`src/verilog/rotator_cfg.svh`:
```
// Weight rotator configuration
// Sizes of the weight path, loop limits and the RAM read timing
`ifndef ROTATOR_CFG_SVH
`define ROTATOR_CFG_SVH

// One weight beat
`define WORD_BITS 8
`define COLS 4

// Beats per bank
`define RAM_DEPTH 64

// Loop limits
`define KW_MAX 7
`define CI_MAX 8
`define XW_MAX 16
`define BLK_MAX 4
`define XN_MAX 4

`define RAM_LATENCY 2
`define FIFO_DEPTH 4

`endif
```
`src/verilog/rotator_pkg.sv`:
```
// Weight rotator types
// Header, sideband and beat layouts shared by the rotator blocks
`include "rotator_cfg.svh"

package rotator_pkg;

  localparam int ADDR_BITS = $clog2(`RAM_DEPTH);
  localparam int KW2_BITS  = $clog2((`KW_MAX + 1) / 2);
  localparam int KW_BITS   = $clog2(`KW_MAX);
  localparam int CI_BITS   = $clog2(`CI_MAX);
  localparam int XW_BITS   = $clog2(`XW_MAX);
  localparam int BLK_BITS  = $clog2(`BLK_MAX);
  localparam int XN_BITS   = $clog2(`XN_MAX);
  localparam int FREE_BITS = $clog2(`FIFO_DEPTH + 1);

  typedef logic [`COLS-1:0][`WORD_BITS-1:0] weights_t;

  // Sits in the low bits of the header beat
  typedef struct packed {
    logic [ADDR_BITS-1:0] addr_max;
    logic [XN_BITS-1:0]   xn_1;
    logic [BLK_BITS-1:0]  blocks_1;
    logic [XW_BITS-1:0]   cols_1;
    logic [CI_BITS-1:0]   cin_1;
    logic [KW2_BITS-1:0]  kw2;
  } config_st;

  typedef struct packed {
    logic [KW2_BITS-1:0] kw2;
    logic                is_w_first_clk;
    logic                is_cin_last;
    logic                is_w_first_kw2;
    logic                is_w_last;
  } tuser_st;

  typedef struct packed {
    weights_t data;
    logic     last;
    tuser_st  user;
  } out_beat_st;

  typedef struct packed {
    logic     bank;
    config_st cfg;
  } fill_st;

endpackage

```
`src/verilog/weight_rotator.sv`:
```
// Weight rotator
// Ping-pong weight buffer: the writer fills one bank while the reader
// replays the other through the loop nest into an output FIFO
module weight_rotator (
  input  logic                    aclk,
  input  logic                    aresetn,
  input  logic                    i_s_valid,
  output logic                    o_s_ready,
  input  rotator_pkg::weights_t   i_s_data,
  input  logic                    i_s_last,
  output logic                    o_m_valid,
  input  logic                    i_m_ready,
  output rotator_pkg::out_beat_st o_m_beat
);
  import rotator_pkg::*;

  logic [1:0]           bank_free;
  logic [1:0]           wen;
  logic [1:0]           wclear;
  weights_t             wdata;
  logic                 fill_valid;
  fill_st               fill;
  logic [1:0]           ren;
  logic [1:0]           rrestart;
  weights_t             rdata [2];
  logic [ADDR_BITS-1:0] addr_max [2];
  logic [FREE_BITS-1:0] fifo_free;
  logic                 push;
  out_beat_st           push_beat;

  weight_writer u_writer (
    .aclk(aclk), .aresetn(aresetn),
    .i_s_valid(i_s_valid), .o_s_ready(o_s_ready), .i_s_data(i_s_data), .i_s_last(i_s_last),
    .i_bank_free(bank_free), .o_wen(wen), .o_wdata(wdata), .o_wclear(wclear),
    .o_fill_valid(fill_valid), .o_fill(fill)
  );

  for (genvar b = 0; b < 2; b++) begin : g_bank
    cyclic_bram u_bram (
      .aclk(aclk), .aresetn(aresetn),
      .i_wclear(wclear[b]), .i_wen(wen[b]), .i_wdata(wdata),
      .i_rrestart(rrestart[b]), .i_ren(ren[b]), .i_addr_max(addr_max[b]),
      .o_rdata(rdata[b])
    );
  end

  weight_reader u_reader (
    .aclk(aclk), .aresetn(aresetn),
    .i_fill_valid(fill_valid), .i_fill(fill), .o_bank_free(bank_free),
    .o_addr_max(addr_max), .o_ren(ren), .o_rrestart(rrestart), .i_rdata(rdata),
    .i_fifo_free(fifo_free), .o_push(push), .o_push_beat(push_beat)
  );

  read_fifo u_fifo (
    .aclk(aclk), .aresetn(aresetn),
    .i_push(push), .i_push_beat(push_beat), .o_free(fifo_free),
    .o_m_valid(o_m_valid), .i_m_ready(i_m_ready), .o_m_beat(o_m_beat)
  );

endmodule

```
`src/verilog/read_fifo.sv`:
```
// Output FIFO
// Holds beats that come out of the RAM pipeline while the consumer
// stalls, and reports its free entries to the reader
`include "rotator_cfg.svh"

module read_fifo (
  input  logic                              aclk,
  input  logic                              aresetn,
  input  logic                              i_push,
  input  rotator_pkg::out_beat_st           i_push_beat,
  output logic [rotator_pkg::FREE_BITS-1:0] o_free,
  output logic                              o_m_valid,
  input  logic                              i_m_ready,
  output rotator_pkg::out_beat_st           o_m_beat
);
  import rotator_pkg::*;

  localparam int PTR_BITS = (`FIFO_DEPTH > 1) ? $clog2(`FIFO_DEPTH) : 1;

  out_beat_st           mem [`FIFO_DEPTH];
  logic [PTR_BITS-1:0]  wptr;
  logic [PTR_BITS-1:0]  rptr;
  logic [FREE_BITS-1:0] count;
  logic                 pop;

  assign o_m_valid = (count != '0);
  assign pop       = o_m_valid && i_m_ready;
  assign o_m_beat  = mem[rptr];
  assign o_free    = FREE_BITS'(`FIFO_DEPTH) - count;

  always_ff @(posedge aclk) begin
    if (!aresetn) begin
      wptr  <= '0;
      rptr  <= '0;
      count <= '0;
    end else begin
      if (i_push) begin
        wptr <= (wptr == PTR_BITS'(`FIFO_DEPTH - 1)) ? '0 : wptr + 1'b1;
      end
      if (pop) begin
        rptr <= (rptr == PTR_BITS'(`FIFO_DEPTH - 1)) ? '0 : rptr + 1'b1;
      end
      count <= count + FREE_BITS'(i_push) - FREE_BITS'(pop);
    end
  end

  always_ff @(posedge aclk) begin
    if (i_push) begin
      mem[wptr] <= i_push_beat;
    end
  end

  // The reader's credit check keeps pushes within the free entries
  a_no_overflow: assert property (@(posedge aclk) disable iff (!aresetn)
    i_push |-> count < `FIFO_DEPTH);

endmodule

```
`src/verilog/weight_reader.sv`:
```
// Weight reader
// Tracks which bank is full, replays it through the loop nest and
// tags each beat with the convolution sideband flags
`include "rotator_cfg.svh"

module weight_reader (
  input  logic                              aclk,
  input  logic                              aresetn,
  input  logic                              i_fill_valid,
  input  rotator_pkg::fill_st               i_fill,
  output logic [1:0]                        o_bank_free,
  output logic [rotator_pkg::ADDR_BITS-1:0] o_addr_max [2],
  output logic [1:0]                        o_ren,
  output logic [1:0]                        o_rrestart,
  input  rotator_pkg::weights_t             i_rdata [2],
  input  logic [rotator_pkg::FREE_BITS-1:0] i_fifo_free,
  output logic                              o_push,
  output rotator_pkg::out_beat_st           o_push_beat
);
  import rotator_pkg::*;

  typedef enum logic {
    r_idle,
    r_read
  } rstate_t;

  typedef struct packed {
    logic    valid;
    logic    bank;
    logic    last;
    tuser_st user;
  } meta_st;

  rstate_t              state;
  logic                 r_idx;
  logic [1:0]           full;
  config_st             cfg_q [2];
  config_st             cfg;
  meta_st               meta_q [`RAM_LATENCY];
  meta_st               meta_d;
  meta_st               meta_out;
  logic [FREE_BITS-1:0] in_flight;
  logic                 start;
  logic                 rd_issue;
  logic [XW_BITS-1:0]   c_cols;
  logic                 f_kw, l_kw, w_kw;
  logic                 f_cin, l_cin, w_cin;
  logic                 f_cols, l_cols, w_cols;
  logic                 w_blk, w_xn;

  always_ff @(posedge aclk) begin
    if (!aresetn) begin
      full <= '0;
    end else begin
      if (i_fill_valid) begin
        full[i_fill.bank] <= 1'b1;
      end
      if (w_xn) begin
        full[r_idx] <= 1'b0;
      end
    end
  end

  always_ff @(posedge aclk) begin
    if (i_fill_valid) begin
      cfg_q[i_fill.bank] <= i_fill.cfg;
    end
  end

  assign o_bank_free   = ~full;
  assign o_addr_max[0] = cfg_q[0].addr_max;
  assign o_addr_max[1] = cfg_q[1].addr_max;
  assign cfg           = cfg_q[r_idx];

  // Credit check against the FIFO, counting reads still in the RAM
  assign start    = (state == r_idle) && full[r_idx];
  assign rd_issue = (state == r_read) && (i_fifo_free > in_flight);

  always_ff @(posedge aclk) begin
    if (!aresetn) begin
      state <= r_idle;
      r_idx <= 1'b0;
    end else if (start) begin
      state <= r_read;
    end else if (w_xn) begin
      state <= r_idle;
      r_idx <= ~r_idx;
    end
  end

  always_comb begin
    o_ren             = '0;
    o_rrestart        = '0;
    o_ren[r_idx]      = rd_issue;
    o_rrestart[r_idx] = start;
  end

  // Loop nest, fastest first
  loop_counter #(.W(KW_BITS)) u_kw (
    .aclk(aclk), .aresetn(aresetn), .i_clear(start), .i_en(rd_issue),
    .i_max(KW_BITS'({cfg.kw2, 1'b0})),
    .o_count(), .o_first(f_kw), .o_last(l_kw), .o_wrap(w_kw)
  );
  loop_counter #(.W(CI_BITS)) u_cin (
    .aclk(aclk), .aresetn(aresetn), .i_clear(start), .i_en(w_kw), .i_max(cfg.cin_1),
    .o_count(), .o_first(f_cin), .o_last(l_cin), .o_wrap(w_cin)
  );
  loop_counter #(.W(XW_BITS)) u_cols (
    .aclk(aclk), .aresetn(aresetn), .i_clear(start), .i_en(w_cin), .i_max(cfg.cols_1),
    .o_count(c_cols), .o_first(f_cols), .o_last(l_cols), .o_wrap(w_cols)
  );
  loop_counter #(.W(BLK_BITS)) u_blocks (
    .aclk(aclk), .aresetn(aresetn), .i_clear(start), .i_en(w_cols), .i_max(cfg.blocks_1),
    .o_count(), .o_first(), .o_last(), .o_wrap(w_blk)
  );
  loop_counter #(.W(XN_BITS)) u_xn (
    .aclk(aclk), .aresetn(aresetn), .i_clear(start), .i_en(w_blk), .i_max(cfg.xn_1),
    .o_count(), .o_first(), .o_last(), .o_wrap(w_xn)
  );

  assign meta_d.valid               = rd_issue;
  assign meta_d.bank                = r_idx;
  assign meta_d.last                = w_xn;
  assign meta_d.user.kw2            = cfg.kw2;
  assign meta_d.user.is_w_first_clk = f_kw && f_cin && f_cols;
  assign meta_d.user.is_cin_last    = l_kw && l_cin;
  assign meta_d.user.is_w_first_kw2 = (cfg.cols_1 - c_cols) < XW_BITS'(cfg.kw2);
  assign meta_d.user.is_w_last      = l_cols;

  // Meta follows the read through the RAM pipeline
  always_ff @(posedge aclk) begin
    if (!aresetn) begin
      meta_q <= '{default: '0};
    end else begin
      meta_q[0] <= meta_d;
      for (int i = 1; i < `RAM_LATENCY; i++) begin
        meta_q[i] <= meta_q[i-1];
      end
    end
  end

  always_comb begin
    in_flight = '0;
    for (int i = 0; i < `RAM_LATENCY; i++) begin
      in_flight = in_flight + FREE_BITS'(meta_q[i].valid);
    end
  end

  assign meta_out         = meta_q[`RAM_LATENCY-1];
  assign o_push           = meta_out.valid;
  assign o_push_beat.data = i_rdata[meta_out.bank];
  assign o_push_beat.last = meta_out.last;
  assign o_push_beat.user = meta_out.user;

endmodule

```
`src/verilog/weight_writer.sv`:
```
// Weight writer
// Takes one packet per free bank, latches the header and writes the
// weight beats, then hands the bank to the reader
module weight_writer (
  input  logic                  aclk,
  input  logic                  aresetn,
  input  logic                  i_s_valid,
  output logic                  o_s_ready,
  input  rotator_pkg::weights_t i_s_data,
  input  logic                  i_s_last,
  input  logic [1:0]            i_bank_free,
  output logic [1:0]            o_wen,
  output rotator_pkg::weights_t o_wdata,
  output logic [1:0]            o_wclear,
  output logic                  o_fill_valid,
  output rotator_pkg::fill_st   o_fill
);
  import rotator_pkg::*;

  typedef enum logic [1:0] {
    w_idle,
    w_header,
    w_write
  } wstate_t;

  wstate_t                     state;
  logic                        w_idx;
  config_st                    cfg_q;
  logic [ADDR_BITS:0]          beat_cnt;
  logic                        s_hs;
  logic                        last_hs;
  logic [$bits(weights_t)-1:0] s_bits;

  assign o_s_ready = (state == w_header) || (state == w_write);
  assign s_hs      = i_s_valid && o_s_ready;
  assign last_hs   = s_hs && (state == w_write) && i_s_last;

  // Header fields sit in the low bits across the words
  assign s_bits    = i_s_data;

  always_ff @(posedge aclk) begin
    if (!aresetn) begin
      state <= w_idle;
      w_idx <= 1'b0;
    end else begin
      case (state)
        w_idle: begin
          if (i_bank_free[w_idx]) begin
            state <= w_header;
          end
        end
        w_header: begin
          if (s_hs) begin
            state <= w_write;
          end
        end
        w_write: begin
          if (last_hs) begin
            state <= w_idle;
            w_idx <= ~w_idx;
          end
        end
        default: state <= w_idle;
      endcase
    end
  end

  always_ff @(posedge aclk) begin
    if (state == w_header) begin
      beat_cnt <= '0;
      if (s_hs) begin
        cfg_q <= config_st'(s_bits[$bits(config_st)-1:0]);
      end
    end else if (s_hs) begin
      beat_cnt <= beat_cnt + 1'b1;
    end
  end

  always_comb begin
    o_wen             = '0;
    o_wclear          = '0;
    o_wen[w_idx]      = (state == w_write) && s_hs;
    o_wclear[w_idx]   = (state == w_header);
  end

  assign o_wdata      = i_s_data;
  assign o_fill_valid = last_hs;
  assign o_fill.bank  = w_idx;
  assign o_fill.cfg   = cfg_q;

  // Source must send exactly addr_max + 1 weight beats
  a_packet_len: assert property (@(posedge aclk) disable iff (!aresetn)
    last_hs |-> beat_cnt == {1'b0, cfg_q.addr_max});

endmodule

```
`src/verilog/loop_counter.sv`:
```
// Loop counter
// Wrapping up-counter with first and last flags, chained through o_wrap
// to build a loop nest
module loop_counter #(
  parameter int W = 4
) (
  input  logic         aclk,
  input  logic         aresetn,
  input  logic         i_clear,
  input  logic         i_en,
  input  logic [W-1:0] i_max,
  output logic [W-1:0] o_count,
  output logic         o_first,
  output logic         o_last,
  output logic         o_wrap
);

  always_ff @(posedge aclk) begin
    if (!aresetn || i_clear) begin
      o_count <= '0;
    end else if (i_en) begin
      o_count <= o_last ? '0 : o_count + 1'b1;
    end
  end

  assign o_first = (o_count == '0);
  assign o_last  = (o_count == i_max);

  // Enables the next, slower loop
  assign o_wrap  = i_en && o_last;

endmodule

```
`src/verilog/cyclic_bram.sv`:
```
// Weight bank
// Linear writes of one rotation, reads that wrap after the last beat,
// read data returned through a fixed register pipeline
`include "rotator_cfg.svh"

module cyclic_bram (
  input  logic                              aclk,
  input  logic                              aresetn,
  input  logic                              i_wclear,
  input  logic                              i_wen,
  input  rotator_pkg::weights_t             i_wdata,
  input  logic                              i_rrestart,
  input  logic                              i_ren,
  input  logic [rotator_pkg::ADDR_BITS-1:0] i_addr_max,
  output rotator_pkg::weights_t             o_rdata
);
  import rotator_pkg::*;

  weights_t             mem [`RAM_DEPTH];
  weights_t             rd_pipe [`RAM_LATENCY];
  logic [ADDR_BITS:0]   wptr;
  logic [ADDR_BITS-1:0] rptr;

  always_ff @(posedge aclk) begin
    if (!aresetn) begin
      wptr <= '0;
    end else if (i_wclear) begin
      wptr <= '0;
    end else if (i_wen) begin
      wptr <= wptr + 1'b1;
    end
  end

  always_ff @(posedge aclk) begin
    if (i_wen) begin
      mem[wptr[ADDR_BITS-1:0]] <= i_wdata;
    end
  end

  // Wraps at the end of one rotation
  always_ff @(posedge aclk) begin
    if (!aresetn || i_rrestart) begin
      rptr <= '0;
    end else if (i_ren) begin
      rptr <= (rptr == i_addr_max) ? '0 : rptr + 1'b1;
    end
  end

  always_ff @(posedge aclk) begin
    if (i_ren) begin
      rd_pipe[0] <= mem[rptr];
    end
    for (int i = 1; i < `RAM_LATENCY; i++) begin
      rd_pipe[i] <= rd_pipe[i-1];
    end
  end

  assign o_rdata = rd_pipe[`RAM_LATENCY-1];

  // Packet length was checked against the depth upstream
  a_no_overflow: assert property (@(posedge aclk) disable iff (!aresetn)
    i_wen |-> wptr < `RAM_DEPTH);

endmodule

```
`config.mk`:
```
export PLATFORM = sky130hd
export DESIGN_NAME = weight_rotator
export DESIGN_NICKNAME = d
export VERILOG_FILES = /design/src/verilog/rotator_pkg.sv /design/src/verilog/weight_rotator.sv /design/src/verilog/read_fifo.sv /design/src/verilog/weight_reader.sv /design/src/verilog/weight_writer.sv /design/src/verilog/loop_counter.sv /design/src/verilog/cyclic_bram.sv
export VERILOG_INCLUDE_DIRS = /design/src /design/src/verilog
export SDC_FILE = /design/constraint.sdc
export NUM_CORES = 2
export LEC_CHECK = 0
export BUFFER_PORTS_ARGS = -buffer_cell sky130_fd_sc_hd__buf_2
export CAP_MARGIN = 0
export CORE_MARGIN = 3
export CORE_UTILIZATION = 68
export CTS_CLUSTER_SIZE = 20
export DETAILED_ROUTE_END_ITERATION = 6
export GPL_ROUTABILITY_DRIVEN = 0
export HOLD_SLACK_MARGIN = 0.02
export PLACE_DENSITY_LB_ADDON = 0.08
export SYNTH_ARGS = -nofsm -noshare
export SYNTH_HDL_FRONTEND = slang
export SYNTH_MEMORY_MAX_BITS = 65536
export SYNTH_SLANG_ARGS = --single-unit
```
`constraint.sdc`:
```
create_clock -name aclk -period 9.55 [get_ports aclk]
set_clock_uncertainty 0.2 [all_clocks]
set_input_delay 1.91 -clock aclk [delete_from_list [all_inputs] [get_ports aclk]]
set_output_delay 1.91 -clock aclk [all_outputs]
set_load 0.05 [all_outputs]
```
* Word-level counts from Yosys, hierarchy flattened
Memories as Yosys holds them, arrays and structs flattened. A register that Yosys moved wholly into a read port is not among the register bits.
Index checks and enable logic that the tools add are counted.
** Operators by class
- $add $sub $neg :: 16
- $lt $le $gt $ge :: 7
- Equality and inequality tests :: 14
- Mux-type cells :: 49
- Bitwise logic cells :: 14
- Reduce and logical (&&, ||, !) cells :: 33
** Operators by type and width (number)
- $mux 32 :: 3
- $mux 6 :: 6
- $mux 2 :: 12
- $mux 1 :: 22
- $logic_and 1x1->1 :: 16
- $add 7x1->7 const B :: 2
- $add 6x1->6 const B :: 2
- $eq 6x6->1 :: 2
- $and 2x2->2 :: 5
- $add 2x1->2 const B :: 4
- $add 3x1->3 const B :: 2
- $eq 2x2->1 const B :: 3
- $eq 3x3->1 :: 2
- $logic_not 3->1 :: 2
- $mux 3 :: 2
- $pmux 2 s3 :: 1
- $reduce_and 2->1 :: 3
- $not 1->1 :: 5
- $add 4x1->4 const B :: 1
- $eq 2x2->1 :: 2
- $eq 4x4->1 :: 1
- $logic_not 4->1 :: 1
- $logic_or 1x1->1 :: 4
- $lt 1x2->1 const B :: 2
- other kinds (23) :: 28
** Storage, ports and cells
- Flip-flop bits (word level) :: 91
- Memory bits (writable) :: 4418
- Input port bits :: 37
- Output and inout port bits :: 41
- Memories kept :: 6
** Memory list
- g_bank[0].u_bram.mem :: words 64, width 32, read ports 1, clocked after Yosys merged registers in 1, wr ports 1, RTL line cyclic_bram.sv:19 : weights_t mem [`RAM_DEPTH];
- g_bank[1].u_bram.mem :: words 64, width 32, read ports 1, clocked after Yosys merged registers in 1, wr ports 1, RTL line cyclic_bram.sv:19
- u_fifo.mem :: words 4, width 39, read ports 1, clocked after Yosys merged registers in 1, wr ports 1, RTL line read_fifo.sv:20 : out_beat_st mem [`FIFO_DEPTH];
- g_bank[0].u_bram.rd_pipe :: words 2, width 32, read ports 2, clocked after Yosys merged registers in 0, wr ports 2, RTL line cyclic_bram.sv:20 : weights_t rd_pipe [`RAM_LATENCY];
- g_bank[1].u_bram.rd_pipe :: words 2, width 32, read ports 2, clocked after Yosys merged registers in 0, wr ports 2, RTL line cyclic_bram.sv:20
- u_reader.cfg_q :: words 2, width 19, read ports 3, clocked after Yosys merged registers in 1, wr ports 1, RTL line weight_reader.sv:37 : config_st cfg_q [2];

* Longest topological paths before layout
- Word-level depth :: 11
- Depth in mapped cells :: 12

* Hierarchy
Synthesis repeated with hierarchy kept, for this count alone.
** Unflattened totals
- Cell total of the unflattened synthesis :: 7660
- Area, all modules :: 171577.1 µm²
** By module, submodules not included
- cyclic_bram :: instances 2, cells each 3505, area each 80280.7 µm², seq. area each 63460.9 µm²
- read_fifo :: instances 1, cells each 254, area each 6123.4 µm², seq. area each 4864.7 µm²
- weight_reader :: instances 1, cells each 203, area each 2753.9 µm², seq. area each 1601.5 µm²
- weight_writer :: instances 1, cells each 82, area each 1101.1 µm², seq. area each 630.6 µm²
- loop_counter at u_reader.u_cin ... :: instances 2, cells each 24, area each 211.5 µm², seq. area each 60.1 µm²
- loop_counter at u_reader.u_cols :: instances 1, cells each 33, area each 349.1 µm², seq. area each 80.1 µm²
- loop_counter at u_reader.u_blocks ... :: instances 2, cells each 15, area each 132.6 µm², seq. area each 40.0 µm²

* Worst setup path after synthesis
Ideal clock, no wire load.
- Kind :: in2reg
- Start :: in i_s_valid
- End :: mem g_bank[0].u_bram.mem[63][0] in the netlist's numbering (enable)
- Library setup time :: 421 ps
- Arrival time :: 4116 ps
- Data required time :: 8929 ps
- Path slack :: 4813 ps
- Stages on the path :: 5
- Path buffers :: 1
- Cells stage by stage :: nand2_1 nor3b_1 nand3_1 clkbuf_1 nor2_1
** Between the ends
- Longest elaborated chain between the ends :: 5
** RTL lines
- start: declaration :: RTL line weight_rotator.sv:7 : input logic i_s_valid,
- $logic_and 1x1->1 :: RTL line weight_writer.sv:35 : assign s_hs = i_s_valid && o_s_ready;
- $logic_and 1x1->1 :: RTL line weight_writer.sv:82 : o_wen[w_idx] = (state == w_write) && s_hs;
- $and 2x2->2 (no source line)
- $mux 1 :: RTL line cyclic_bram.sv:35 : if (i_wen) begin
- $mux 1 (not written as such) :: RTL line cyclic_bram.sv:36 : mem[wptr[ADDR_BITS-1:0]] <= i_wdata;
- end: declaration :: RTL line cyclic_bram.sv:19
No other way between the ends.

==> flow_summary.toml <==
[outcome]
status = "complete, but fails checks"
failed_checks = "design-rule violations, max-capacitance violations, max-slew violations"

[drt]
antenna_left = 0
drt_wl_total_um = 453000
drt_iter0_markers = 15700
dr.pass1.iters = 7
via_per_inst = 7.37
wl_per_cell_um = 39.6
dr_total_vias = 84100
drc_errors = 3

[timing]
max_clock_freq_mhz = 189
worst_slack_ns = 4.25
relSlewSlack = -0.0252
finalHoldViolCount = 0
timing.final.crit_share = 0.555
period_needed_ns = 5.30
tightest_slew_ns = 1.52
setup_viol = 0
slew_viol_final = 2
rsz0062_at_grt = "no"
final.setup.tns_ns = 0

[cts]
root_buffer = "clkbuf_16"
clockBufferDepth = 4
ctsHoldBuffers = 0
htreeDepth = 5
cts.repair.resized = 0
clkSinkCount = 4522
insertion_delay_ns = 1.00
cts_setup_buffers = 0
path_clk_slew_ns = 0.06
cts_buffers = 439
cts_tree = "yes"

[yosys]
synth-seq-area-share = 0.791
netlist_instances = 7478
avgSynthCellArea_um2 = 22.7
ys_warn_count = 0
synth_flop_cell = "edfxtp_1"
syn_area_mm2 = 0.170
yosysTopAreaCell = "edfxtp_1"
synth-edff-count = 4373
synth_fp_nets = 7547
synth_seq_cells = 4522
synth.top_cell.area_share = 0.773
ys_top_cells_by_area = "edfxtp_1 (77%), mux4_2 (14%), dfxtp_1 (1.8%)"
async_reset_ff_frac = 0
yosysUniqueCellTypes = 63

[setup_path]
critPathRequiredTime_ns = 7.44
rrSetupSlack_ns = 4.88
worstPathArrival_ns = 3.19
crit_family = "buffers and inverters"
critPathMaxFanout = 31
crit_chain = "buf_4 > mux4_2 > buf_2"
path_buf_inv = 2
worstSetupStartpointType = "flop"
critical-path-max-stage-delay_ns = 0.74
cp_slowest_cell = "mux4_2"
end_kind = "output pin"
setup.worst_path.class = "flop to output pin"

[die]
die_w_um = 506
die-area_mm2 = 0.256
core_mm2 = 0.247
io_pins = 78
rows = 182
die_h_um = 506
initial_core_util = 0.687

[global_routing]
grt_usage = 0.359
grt_pass1_vias = 82100
grt_first_pass_wirelength_um = 636000
grt_overflow = 0
antenna_found_initial = 38
grt_start_max_net_pins = 128

[pwr]
leakagePower_nw = 56.6
ir_drop_v = 0.000210
power_density_mw_per_mm2 = 212

[layout]
layout_common_cells = "edfxtp_1 (4373), mux4_2 (1053), clkbuf_16 (446), o22ai_1 (175), buf_4 (164)"
multi_input_area_mm2 = 0.0347
seq_area_mm2 = 0.134
drive_gt1_frac = 0.260
fin_nets = 7812
stdcell_count = 11400
nFillCells = 12500
syn2layout_area_growth_pct = 11.1
final_common_cell = "edfxtp_1"

[placement]
numPortBuffers = 77
pre_cts_slack_ns = 3.94
dp_hpwl_um = 260000
dp_cells = 10600

[run]
maxCapViolCount = 1

[hold_path]
min_path_type = "flop to flop"
-- per-stage QoR --
| step | utilization | instance area, um2 | power [W] | hold slack [ns] |
|---|---|---|---|---|
| 2_1_floorplan | - | 170000 | 0.0230 | 0.123 |
| 3_3_place_gp | 0.708 | 175000 | 0.0237 | 0.129 |
| 3_5_place_dp | 0.708 | 175000 | 0.0237 | 0.129 |
| 4_1_cts | 0.763 | 189000 | 0.0400 | 0.129 |
| 5_1_grt | 0.763 | 189000 | 0.0408 | 0.151 |
| 6_report | 0.764 | 189000 | 0.0400 | 0.144 |
-- layer usage --
metal | up-vias | GRT usage | wire length [um]
met3 | 907 | 0.134 | 73100
li1 | 32400 | - | -
met2 | 6739 | 0.518 | 204000
met5 | - | 0 | 148
met1 | 44100 | 0.524 | 158000
met4 | 18 | 0.116 | 17700
-- sequential cells by signal, indices dropped and copies added, names as in the netlist, 2 cells and up, named ones only --
register	cells
u_reader.u_xn.o_count	2
u_writer.state	2
g_bank.u_bram.mem	4096
u_fifo.wptr	2
u_reader.u_cin.o_count	3
u_reader.cfg_q	38
u_writer.o_fill	19
u_reader.u_blocks.o_count	2
g_bank.u_bram.rptr	12
g_bank.u_bram.rd_pipe	128
u_reader.o_push_beat	7
u_reader.u_kw.o_count	3
u_reader.full	2
u_fifo.rptr	2
u_reader.meta_q	9
u_reader.u_cols.o_count	4
g_bank.u_bram.wptr	12
u_fifo.mem	156
u_fifo.count	3
-- area by class of cell --
cell class,count,share of cell area
Clock inverter,242,0.0104
Inverter,35,0.000696
Multi-Input combinational cell,2522,0.184
Antenna cell,11,0.000146
Sequential cell,4522,0.712
Tap cell,3312,0.0220
Timing Repair Buffer,223,0.00921
Clock buffer,551,0.0618
-- cells by family (layout without fill, tap and decap cells) --
kind of cell / Yosys count / after routing / share of synthesized area
flip-flops: 4522 / 4522 / 0.791
multiplexers: 1230 / 1230 / 0.150
AO/OA/AOI/OAI: 639 / 639 / 0.0264
AND/OR/NAND/NOR: 576 / 576 / 0.0161
buffers and inverters: 434 / 1051 / 0.0114
XOR/XNOR: 45 / 45 / 0.00236
adder cells (fa/ha/maj): 32 / 32 / 0.00245
other: 0 / 11 / 0
-- where the power goes --
part	internal (W)	switching, W	total [W]
combinational	0.000422	0.00107	0.00149
clock	0.00942	0.00724	0.0167
sequential	0.0218	0.0000436	0.0218
total	0.0316	0.00835	0.0400
-- synthesized netlist by cell type, types with 26 or more instances --
master    instances
nor3_1           27
edfxtp_1       4373
buf_4            32
inv_1            33
clkbuf_1        186
o22ai_1         175
nand2_1          92
buf_2           130
buf_1            48
o221ai_1         67
ha_1             30
nand3_1          43
a221oi_1         76
nor2_1          244
mux4_2         1053
nor4_1           30
dfxtp_1         149
mux2i_1         129
xor2_1           26
a22oi_1          38
o21ai_0          32
a22o_1           51
a21oi_1         109
mux2_2           44
-- worst register-to-register path, stage by stage (launching register included) --
cell and delay, ns:
dfxtp_4 0.83, buf_4 0.64, buf_12 0.57, mux4_2 0.62, o22ai_1 0.22, nor4_1 1.21
o22a_1 0.26
-- worst paths after layout --
kind	to	from	cells past startpoint
worst max-delay path	o_m_beat[36]	flop	3
worst min-delay path	g_bank[0].u_bram.rd_pipe[0][47]	g_bank[0].u_bram.rd_pipe[0][15]	0
worst max register to register	g_bank[0].u_bram.rd_pipe[0][5]	flop	6
worst min register to register	g_bank[0].u_bram.rd_pipe[0][47]	g_bank[0].u_bram.rd_pipe[0][15]	0
Power figures use the tool's default switching activity.
